<file path="config.mk">
export PLATFORM = sky130hd
export DESIGN_NAME = agc_reg_addr_top
export DESIGN_NICKNAME = d
export VERILOG_FILES = /design/src/agc_pkg.sv /design/src/addr_translate.sv /design/src/agc_reg_addr_top.sv /design/src/central_regs.sv /design/src/erasable_addr_map.sv /design/src/fixed_addr_map.sv
export SDC_FILE = /design/constraint.sdc
export NUM_CORES = 1
export LEC_CHECK = 0
export ABC_CLOCK_PERIOD_IN_PS = 4450
export BUFFER_PORTS_ARGS = -buffer_cell sky130_fd_sc_hd__buf_4
export CAP_MARGIN = 25
export CORE_MARGIN = 2
export CORE_UTILIZATION = 30
export DETAILED_ROUTE_END_ITERATION = 6
export SLEW_MARGIN = 20
export SYNTH_ARGS = -nofsm -noshare
export SYNTH_HDL_FRONTEND = slang
export SYNTH_SLANG_ARGS = --single-unit
</file>
<file path="constraint.sdc">
create_clock -name clk -period 4.45 [get_ports clk]
set_input_delay 0.6675 -clock clk [delete_from_list [all_inputs] [get_ports clk]]
set_output_delay 0.6675 -clock clk [all_outputs]
set_load 0.03 [all_outputs]
</file>
<file path="src/agc_pkg.sv">
// Word, address and selector types, port structs and memory-map constants
package agc_pkg;

  // Machine word and address widths
  typedef logic [14:0] word_t;
  typedef logic [11:0] soft_addr_t;
  typedef logic [13:0] rom_addr_t;
  typedef logic [10:0] ram_addr_t;

  // One bank field, EB or FB
  typedef logic [2:0] bank_t;

  // Central register selector
  typedef enum logic [3:0] {
    A     = 4'd0,
    L     = 4'd1,
    Q     = 4'd2,
    EB    = 4'd3,
    FB    = 4'd4,
    BB    = 4'd5,
    ZERO  = 4'd6,
    CYR   = 4'd7,
    SR    = 4'd8,
    CYL   = 4'd9,
    SL    = 4'd10,
    TIME1 = 4'd11,
    TIME2 = 4'd12
  } reg_sel_t;

  // One register file write port
  typedef struct packed {
    logic     en;
    reg_sel_t sel;
    word_t    data;
  } reg_write_t;

  // Current erasable and fixed banks
  typedef struct packed {
    bank_t eb;
    bank_t fb;
  } bank_bits_t;

  // Erasable below this, fixed at or above
  localparam soft_addr_t ERASABLE_TOP = 12'o2000;

  // Start of the banked erasable window
  localparam soft_addr_t ERASABLE_BANKED_BASE = 12'o1400;

  // Start of fixed-fixed memory
  localparam soft_addr_t FIXED_FIXED_BASE = 12'o4000;

  // Bank sizes in ROM and RAM words
  localparam rom_addr_t FIXED_BANK_SIZE = 14'o2000;
  localparam ram_addr_t ERASABLE_BANK_SIZE = 11'o0400;

  // ROM address parked on while the read side targets erasable
  localparam rom_addr_t ROM_IDLE_ADDR = 14'o2000;

endpackage

</file>
<file path="src/addr_translate.sv">
// Fetch, data-read and data-write address translation with erasable write gating
`timescale 1ns/1ns

module addr_translate (
  input  agc_pkg::soft_addr_t addr_pc,
  input  agc_pkg::soft_addr_t addr_r,
  input  agc_pkg::soft_addr_t addr_w,
  input  agc_pkg::bank_bits_t banks,
  input  logic                mem_write_en,
  output agc_pkg::rom_addr_t  rom_addr_pc,
  output agc_pkg::rom_addr_t  rom_addr_r,
  output agc_pkg::ram_addr_t  ram_addr_r,
  output agc_pkg::ram_addr_t  ram_addr_w,
  output logic                ram_write_en
);

  import agc_pkg::*;

  // Raw translations on the read side
  rom_addr_t rom_r_fixed;
  ram_addr_t ram_r_erasable;

  logic r_is_erasable;
  logic w_is_erasable;

  // Instruction fetch is always from ROM
  fixed_addr_map i_fixed_pc (
    .addr     (addr_pc),
    .fb       (banks.fb),
    .rom_addr (rom_addr_pc)
  );

  fixed_addr_map i_fixed_r (
    .addr     (addr_r),
    .fb       (banks.fb),
    .rom_addr (rom_r_fixed)
  );

  erasable_addr_map i_erasable_r (
    .addr     (addr_r),
    .eb       (banks.eb),
    .ram_addr (ram_r_erasable)
  );

  erasable_addr_map i_erasable_w (
    .addr     (addr_w),
    .eb       (banks.eb),
    .ram_addr (ram_addr_w)
  );

  assign r_is_erasable = (addr_r < ERASABLE_TOP);
  assign w_is_erasable = (addr_w < ERASABLE_TOP);

  // Unused side parks on its idle address
  assign rom_addr_r = r_is_erasable ? ROM_IDLE_ADDR : rom_r_fixed;
  assign ram_addr_r = r_is_erasable ? ram_r_erasable : '0;

  // Writes into fixed memory are dropped
  assign ram_write_en = mem_write_en & w_is_erasable;

endmodule

</file>
<file path="src/agc_reg_addr_top.sv">
// Top level joining the central register file and the address translation
`timescale 1ns/1ns

module agc_reg_addr_top (
  input  logic                clk,
  input  logic                rst_l,
  input  agc_pkg::reg_write_t wr1,
  input  agc_pkg::reg_write_t wr2,
  input  agc_pkg::reg_sel_t   rs1_sel,
  input  agc_pkg::reg_sel_t   rs2_sel,
  input  agc_pkg::soft_addr_t addr_pc,
  input  agc_pkg::soft_addr_t addr_r,
  input  agc_pkg::soft_addr_t addr_w,
  input  logic                mem_write_en,
  output agc_pkg::word_t      rs1_data,
  output agc_pkg::word_t      rs2_data,
  output agc_pkg::rom_addr_t  rom_addr_pc,
  output agc_pkg::rom_addr_t  rom_addr_r,
  output agc_pkg::ram_addr_t  ram_addr_r,
  output agc_pkg::ram_addr_t  ram_addr_w,
  output logic                ram_write_en
);

  import agc_pkg::*;

  // Stored banks, one cycle behind a bank write
  bank_bits_t banks;

  central_regs i_central_regs (
    .clk      (clk),
    .rst_l    (rst_l),
    .wr1      (wr1),
    .wr2      (wr2),
    .rs1_sel  (rs1_sel),
    .rs2_sel  (rs2_sel),
    .rs1_data (rs1_data),
    .rs2_data (rs2_data),
    .banks    (banks)
  );

  addr_translate i_addr_translate (
    .addr_pc      (addr_pc),
    .addr_r       (addr_r),
    .addr_w       (addr_w),
    .banks        (banks),
    .mem_write_en (mem_write_en),
    .rom_addr_pc  (rom_addr_pc),
    .rom_addr_r   (rom_addr_r),
    .ram_addr_r   (ram_addr_r),
    .ram_addr_w   (ram_addr_w),
    .ram_write_en (ram_write_en)
  );

endmodule

</file>
<file path="src/central_regs.sv">
// Central register file with two write ports, forwarding reads and bank-bit taps
`timescale 1ns/1ns

module central_regs (
  input  logic                clk,
  input  logic                rst_l,
  input  agc_pkg::reg_write_t wr1,
  input  agc_pkg::reg_write_t wr2,
  input  agc_pkg::reg_sel_t   rs1_sel,
  input  agc_pkg::reg_sel_t   rs2_sel,
  output agc_pkg::word_t      rs1_data,
  output agc_pkg::word_t      rs2_data,
  output agc_pkg::bank_bits_t banks
);

  import agc_pkg::*;

  // Accumulators and link
  word_t reg_a;
  word_t reg_l;
  word_t reg_q;

  // Editing registers hold the already shifted word
  word_t reg_cyr;
  word_t reg_sr;
  word_t reg_cyl;
  word_t reg_sl;

  // Timers
  word_t reg_time1;
  word_t reg_time2;

  // Shared EB/FB storage
  bank_bits_t bank_q;

  // Bank field after port 1, and after both ports
  bank_bits_t bank_mid;
  bank_bits_t bank_next;

  // Value each port would leave behind
  word_t wr1_val;
  word_t wr2_val;

  // Value every selector holds after the coming edge
  word_t [15:0] nxt;

  // Word stored by one write. Bank selectors return the merged
  // bank word {fb, eb} at bits 14:9, other field from cur
  function automatic word_t stored_value(reg_write_t wr, bank_bits_t cur);
    word_t      d;
    bank_bits_t b;
    d = wr.data;
    b = cur;
    case (wr.sel)
      CYR: d = {wr.data[0], wr.data[14:1]};
      SR:  d = {wr.data[14], wr.data[14:1]};
      CYL: d = {wr.data[13:0], wr.data[14]};
      SL:  d = {wr.data[13:0], 1'b0};
      EB: begin
        b.eb = wr.data[11:9];
        d = {b.fb, b.eb, 9'd0};
      end
      FB: begin
        b.fb = wr.data[14:12];
        d = {b.fb, b.eb, 9'd0};
      end
      BB: begin
        b.fb = wr.data[14:12];
        b.eb = wr.data[11:9];
        d = {b.fb, b.eb, 9'd0};
      end
      ZERO: d = '0;
      // A, L, Q and the timers store the word as is
      default: d = wr.data;
    endcase
    return d;
  endfunction

  assign wr1_val = stored_value(wr1, bank_q);
  assign wr2_val = stored_value(wr2, bank_mid);

  // Port 1 then port 2 on the bank field, so port 2 wins per field
  always_comb begin
    bank_mid = bank_q;
    if (wr1.en && (wr1.sel inside {EB, FB, BB})) begin
      bank_mid.eb = wr1_val[11:9];
      bank_mid.fb = wr1_val[14:12];
    end
  end

  always_comb begin
    bank_next = bank_mid;
    if (wr2.en && (wr2.sel inside {EB, FB, BB})) begin
      bank_next.eb = wr2_val[11:9];
      bank_next.fb = wr2_val[14:12];
    end
  end

  // Next-state view that forwarding also reads
  always_comb begin
    nxt = '0;
    nxt[A]     = reg_a;
    nxt[L]     = reg_l;
    nxt[Q]     = reg_q;
    nxt[CYR]   = reg_cyr;
    nxt[SR]    = reg_sr;
    nxt[CYL]   = reg_cyl;
    nxt[SL]    = reg_sl;
    nxt[TIME1] = reg_time1;
    nxt[TIME2] = reg_time2;

    // Later port overrides on a shared target
    if (wr1.en) begin
      nxt[wr1.sel] = wr1_val;
    end
    if (wr2.en) begin
      nxt[wr2.sel] = wr2_val;
    end

    // Bank views and the constant always rebuilt
    nxt[EB]   = {3'd0, bank_next.eb, 9'd0};
    nxt[FB]   = {bank_next.fb, 12'd0};
    nxt[BB]   = {bank_next.fb, bank_next.eb, 9'd0};
    nxt[ZERO] = '0;
  end

  always_ff @(posedge clk or negedge rst_l) begin
    if (!rst_l) begin
      reg_a     <= '0;
      reg_l     <= '0;
      reg_q     <= '0;
      reg_cyr   <= '0;
      reg_sr    <= '0;
      reg_cyl   <= '0;
      reg_sl    <= '0;
      reg_time1 <= '0;
      reg_time2 <= '0;
      bank_q    <= '0;
    end else begin
      reg_a     <= nxt[A];
      reg_l     <= nxt[L];
      reg_q     <= nxt[Q];
      reg_cyr   <= nxt[CYR];
      reg_sr    <= nxt[SR];
      reg_cyl   <= nxt[CYL];
      reg_sl    <= nxt[SL];
      reg_time1 <= nxt[TIME1];
      reg_time2 <= nxt[TIME2];
      bank_q    <= bank_next;
    end
  end

  // Reads see pending writes
  assign rs1_data = nxt[rs1_sel];
  assign rs2_data = nxt[rs2_sel];

  // Translation only sees stored banks
  assign banks = bank_q;

endmodule

</file>
<file path="src/erasable_addr_map.sv">
// Software address to erasable-memory address translation through the EB bank
`timescale 1ns/1ns

module erasable_addr_map (
  input  agc_pkg::soft_addr_t addr,
  input  agc_pkg::bank_t      eb,
  output agc_pkg::ram_addr_t  ram_addr
);

  import agc_pkg::*;

  ram_addr_t bank_offset;
  ram_addr_t banked_addr;
  logic      is_unbanked;

  always_comb begin
    // Top EB bit selects the upper half of RAM outright
    if (eb[2]) begin
      bank_offset = 11'o2000;
    end else begin
      bank_offset = ram_addr_t'(eb[1:0]) * ERASABLE_BANK_SIZE;
    end

    is_unbanked = (addr < ERASABLE_BANKED_BASE);

    // Wraps at 11 bits
    banked_addr = addr[10:0] + bank_offset;

    ram_addr = is_unbanked ? addr[10:0] : banked_addr;
  end

endmodule

</file>
<file path="src/fixed_addr_map.sv">
// Software address to fixed-memory address translation through the FB bank
`timescale 1ns/1ns

module fixed_addr_map (
  input  agc_pkg::soft_addr_t addr,
  input  agc_pkg::bank_t      fb,
  output agc_pkg::rom_addr_t  rom_addr
);

  import agc_pkg::*;

  rom_addr_t bank_offset;
  rom_addr_t fixed_fixed_addr;
  rom_addr_t banked_addr;

  always_comb begin
    // Offset of bank fb in ROM
    case (fb)
      3'd0:    bank_offset = 14'o00000;
      3'd1:    bank_offset = 14'o02000;
      3'd2:    bank_offset = 14'o04000;
      3'd3:    bank_offset = 14'o06000;
      3'd4:    bank_offset = 14'o10000;
      3'd5:    bank_offset = 14'o12000;
      3'd6:    bank_offset = 14'o14000;
      default: bank_offset = 14'o16000;
    endcase

    // Fixed-fixed lands at the bottom of ROM
    fixed_fixed_addr = rom_addr_t'(addr) - rom_addr_t'(FIXED_FIXED_BASE);

    // Banked window wraps at 14 bits
    banked_addr = rom_addr_t'(addr) + FIXED_BANK_SIZE + bank_offset;

    rom_addr = (addr >= FIXED_FIXED_BASE) ? fixed_fixed_addr : banked_addr;
  end

endmodule

</file>
---- Word level (Yosys, flattened, before mapping) ----
Index checks and enable logic that the tools add are counted.
storage, ports and cells
  input port bits ......................... 87
  output and inout port bits .............. 81
  register bits ........................... 141
  word-level logic and storage cells ...... 85
operators by class
  bitwise logic cells ..................... 1
  $lt $le $gt $ge ......................... 12
  equal/unequal tests ..................... 22
  muxes and demuxes ....................... 24
  reduce and logical (&&, ||, !) cells .... 7
  add/sub/neg operators ................... 8
operators with widths
  operator                count
  $bwmux 240              2
  $mux 240                2
  $pmux 15 s8             2
  $bmux 15 s4             2
  $demux 15 s4            2
  $pmux 13 s7             1
  $mux 15                 4
  $mux 11                 4
  $mux 14                 3
  $eq 4x3->1 const B      8
  $add 13x14->14          2
  $add 12x11->13 const B  2
  $sub 12x12->13 const B  2
  $eq 4x4->1 const B      6
  $ge 12x12->1 const B    2
  $lt 12x10->1 const B    2
  $lt 12x11->1 const B    2
  $add 11x11->11          2
  $lt 4x5->1 const B      4
  $mux 6                  2
  $eq 3x3->1 const B      3
  $eq 4x2->1 const B      2
  $ge 4x1->1 const B      2
  $eq 3x2->1 const B      2
  5 further kinds         9

---- Longest topological paths before layout ----
  depth in word-level cells ............... 10
  mapped depth ............................ 13
  gate-level depth less buffers ........... 8

---- By module ----
From an unflattened synthesis, not the netlist that was laid out.
second synthesis, totals
  cell total of the unflattened synthesis .. 1718
  area total of the unflattened synthesis .. 13347.8 um^2
by module, submodules not included
  module             area each (um^2)  cells an instance  sequential area each (um^2)  times used
  central_regs       12338.1           1594               3528.4                       1
  fixed_addr_map     178.9             24                 0.0                          2
  addr_translate     326.6             32                 0.0                          1
  erasable_addr_map  162.7             22                 0.0                          2

---- Worst setup path after synthesis ----
No wires, ideal clock.
  kind .................................... in2out
  from .................................... in wr2[16] (netlist name)
  to ...................................... out rs2_data[11]
  buffers on the path ..................... 4
  setup slack ............................. 0.440 ns
  cell stages on the path ................. 11
  arrival time ............................ 3.343 ns
  cell sequence ........................... buf_2 > buf_2 > clkbuf_1 > nor3_1 > clkbuf_1 > o21ai_0 > o21ai_1 > nor2_1 > a311oi_1 > o21ai_0 > a311oi_1
RTL lines
  element             line                    RTL
  start: declaration  agc_reg_addr_top.sv:8   input agc_pkg::reg_write_t wr2,
  end: declaration    agc_reg_addr_top.sv:16  output agc_pkg::word_t rs2_data,

---- Worst setup path after layout ----
  from .................................... in wr1[16] (netlist name)
  to ...................................... out rs1_data[0]
on the way
  word-level cells in the longest chain between the ends .. 10
  elaborated cells between the ends (all ways) .. 20
  classes of those cells .................. order compare: 2; eq/ne: 8; mux: 9; reduce/logical: 1
ends and longest elaborated chain
  element                                                         line                    RTL
  start: declaration                                              agc_reg_addr_top.sv:7   input agc_pkg::reg_write_t wr1,
  $lt 4x5->1 (implied by the code) or $ge 4x1->1 (tied branches)  central_regs.sv:114     nxt[wr1.sel] = wr1_val;
  $logic_and 1x1->1 (implied by the code)                         central_regs.sv:114
  $mux 15 (implied by the code)                                   central_regs.sv:114
  $demux 15 s4                                                    --
  $bwmux 240 (*)                                                  central_regs.sv:114
  $mux 240 (*)                                                    central_regs.sv:113     if (wr1.en) begin
  $bwmux 240                                                      central_regs.sv:117     nxt[wr2.sel] = wr2_val;
  $mux 240 (*)                                                    central_regs.sv:116     if (wr2.en) begin
  $bmux 15 s4 (*)                                                 central_regs.sv:154     assign rs1_data = nxt[rs1_sel];
  $mux 15 (implied by the code) (*)                               central_regs.sv:154
  end: declaration                                                agc_reg_addr_top.sv:15  output agc_pkg::word_t rs1_data,
Every way passes the cells marked *; elsewhere a longest branch is shown, timed or not. The select of a mux whose other input is x is not followed.

==> results by group <==
Pwr
  – Cell Pwr Density: 356 mW/mm2
  – Lkg Pwr: 0.00668 uW
  – Peak VDD IR: 268 uV
  – Post-layout power: 5630 uW

Yosys
  – Post-synthesis register bit count: 141
  – Async S/R FF share, synth: 100%
  – Top-count cell post-synth: nor2_1
  – Yosys top cell by area: dfrtp_1
  – Ys Warns: 0
  – Top cells by area, synth: dfrtp_1, o21ai_0, nor2_1
  – Predominant post-synthesis flop cell: dfrtp_1
  – Unique masters post-synth: 89
  – Netlist Area Pre-Place: 0.0128 mm2
  – Synth top area share: 27.5%
  – Synth top cells by count: nor2_1, o21ai_0, dfrtp_1
  – Syn Nets: 1,778
  – EDFF count, synth: 0
  – Mapped Cells: 1,679
  – Post-Syn Area per Cell: 7.64 um2
  – Register area share after synthesis: 27.5%

Clock tree
  – Sink Count: 141
  – Setup bufs post-CTS: 0
  – Worst skew pair latency: 0.45 ns
  – CTS Hold Bufs: 0
  – Number of CTS-inserted buffers: 17
  – CTS tree: built
  – Post-CTS Resized: 0
  – CTS clk-pin slew, worst paths: 0.07 ns
  – H-tree depth: 4
  – Max clock buf depth: 2
  – Root buffer cell: clkbuf_16

Detailed routing
  – DRT Wirelength: 69,700 um
  – DRT iter0 DRCs: 2,221
  – Via Count: 15,608
  – Via/cell ratio: 6.51
  – Drt wl/cell: 29.1 um
  – ANT nets after route: 0
  – DRC: 0
  – TritonRoute pass-1 iters: 7

Finish
  – Layout cells sized above 1: 21.0%
  – Final nets: 1,944
  – Synth-to-layout area growth: 23.2%
  – Final core occ: 37.6%
  – Antenna cells: 0

Global route
  – Largest net degree at the start of global routing: 80
  – Total gr overflow: 0
  – Initial antenna violation count: 2
  – Global-route wire length before repair: 99,500 um
  – GRT Util Overall: 30.8%
  – Number of global-route vias before repair: 14,654

Placed design
  – PortBufs: 131
  – Placer Congestion: 1.03
  – HPWL Detailed: 50,900 um

Die
  – Initial core utilization: 30.5%
  – Num ports: 168
  – Die width: 211 um
  – Die area: 0.0444 mm2
  – Die height: 211 um
  – Rows: 75
  – Core ar.: 0.0420 mm2

Timing
  – Fin crit share: 98.1%
  – Slew HR: 37.3%
  – Final hold vios: 0
  – Tmin final: 4.37 ns
  – Slew Viols, Final: 0
  – Fmax: 0.229 GHz
  – # setup viols final: 0
  – Worst-Margin Slew: 0.937 ns
  – RSZ-0062 raised after global routing: true
  – Skew final: 0.0120 ns

Hold path
  – HP Class: input port to async pin

Critical path
  – Setup CP Type: input port to output port
  – CP Capture Type: output port
  – R2R depth: 7
  – CP Launch Type: input port
  – Worst Path Max Fanout: 21
  – Crit path arrival time: 3.70 ns
  – Worst path required time: 3.78 ns

Run status
  – Status: complete, no violations

Flow run
  – Max-cap violations: 0
-- worst max-delay path: stages --
cell     delay [ns]
buf_4          0.17
buf_4          0.21
or3b_1         0.50
nor2_2         0.28
buf_4          0.32
nor2_1         0.06
a211o_1        0.27
o21a_1         0.14
o22ai_1        0.17
a21oi_1        0.13
a21oi_1        0.41
buf_4          0.19
buf_4          0.15
-- where the power goes --
part	total, uW	internal [uW]	switching, uW	leakage (uW)
sequential	1720	1610	105	0.00171
clock	1430	750	681	0.000270
combinational	2490	962	1520	0.00471
-- area by class of cell --
type	instances	area, um2
multi-input combinational	1306	8320
inverter	65	244
sequential	141	3530
tap	539	674
fill	4364	26200
clock inverter	14	123
timing repair buffer	314	2490
clock buffer	18	439
-- cell usage in the layout (no fill, tap or decap), types with 11 or more instances in the layout --
cell type and count:
buf_4 303, nor2_1 176, o21ai_0 157, dfrtp_1 141, a21oi_1 115, nand2_1 114, o22ai_1 65, inv_1 60
o211ai_1 37, mux2i_1 36, nor2b_1 34, nor3_1 33, nand3_1 32, a211o_1 31, a22oi_1 31, o21a_1 28
a221oi_1 25, o221ai_1 25, nand2b_1 21, a21o_1 21, and2_1 20, a221o_1 17, clkbuf_16 17, a211oi_1 15
and3_1 15, o21bai_1 12, a2bb2oi_1 12, nor3b_1 11
-- flip-flops by register name, summed over array words and instances (netlist names) --
name,count
i_central_regs.banks,6
i_central_regs.reg_a,15
i_central_regs.reg_cyl,15
i_central_regs.reg_cyr,15
i_central_regs.reg_l,15
i_central_regs.reg_q,15
i_central_regs.reg_sl,15
i_central_regs.reg_sr,15
i_central_regs.reg_time1,15
i_central_regs.reg_time2,15
-- final timing paths --
check / to / from / slack, ns
worst max register to register: i_central_regs.reg_cyr[9]$_DFF_PN0_ / i_central_regs.banks[3]$_DFF_PN0_ / 2.08
worst max-delay path: rs1_data[0] / wr1[16] / 0.08
min in group clk: i_central_regs.reg_sl[0]$_DFF_PN0_ / i_central_regs.reg_sl[0]$_DFF_PN0_ / 0.54
worst min-delay path: i_central_regs.reg_q[4]$_DFF_PN0_ / rst_l / 0.29
max in group asynchronous: i_central_regs.reg_cyr[12]$_DFF_PN0_ / rst_l / 3.18
worst min register to register: i_central_regs.reg_sl[0]$_DFF_PN0_ / i_central_regs.reg_sl[0]$_DFF_PN0_ / 0.54
-- layer usage --
layer,vias to the layer above,track usage (%),wire [um]
met1,7464,38.0,26000
li1,6679,-,-
met5,-,0,27
met4,4,20.0,5260
met3,310,8.83,8810
met2,1151,47.1,29700
-- cells by family (layout without fill, tap and decap cells) --
group | Yosys count | after routing | synth area share (%)
compound gates | 711 | 711 | 38.3
simple gates | 524 | 524 | 19.9
buf+inv | 232 | 411 | 8.00
flops | 141 | 141 | 27.5
mux | 47 | 47 | 4.04
fa+ha+maj | 13 | 13 | 1.48
xor+xnor | 11 | 11 | 0.809
-- stage by stage --
stage                     hold slack, ns  setup TNS, ns  area (um2)  worst slack (ns)  std cells
after CTS                          0.319              0       15800             0.183       2397
final                              0.291              0       15800            0.0847       2397
after detailed placement           0.524              0       15200             0.203       2365
after global routing               0.340        -0.0400       15800           -0.0400       2397
after floorplan                    0.372              0       12800             0.440       1679
after global placement             0.507              0       15200             0.205       2365
Note: power is estimated with default switching activity, not from simulation.
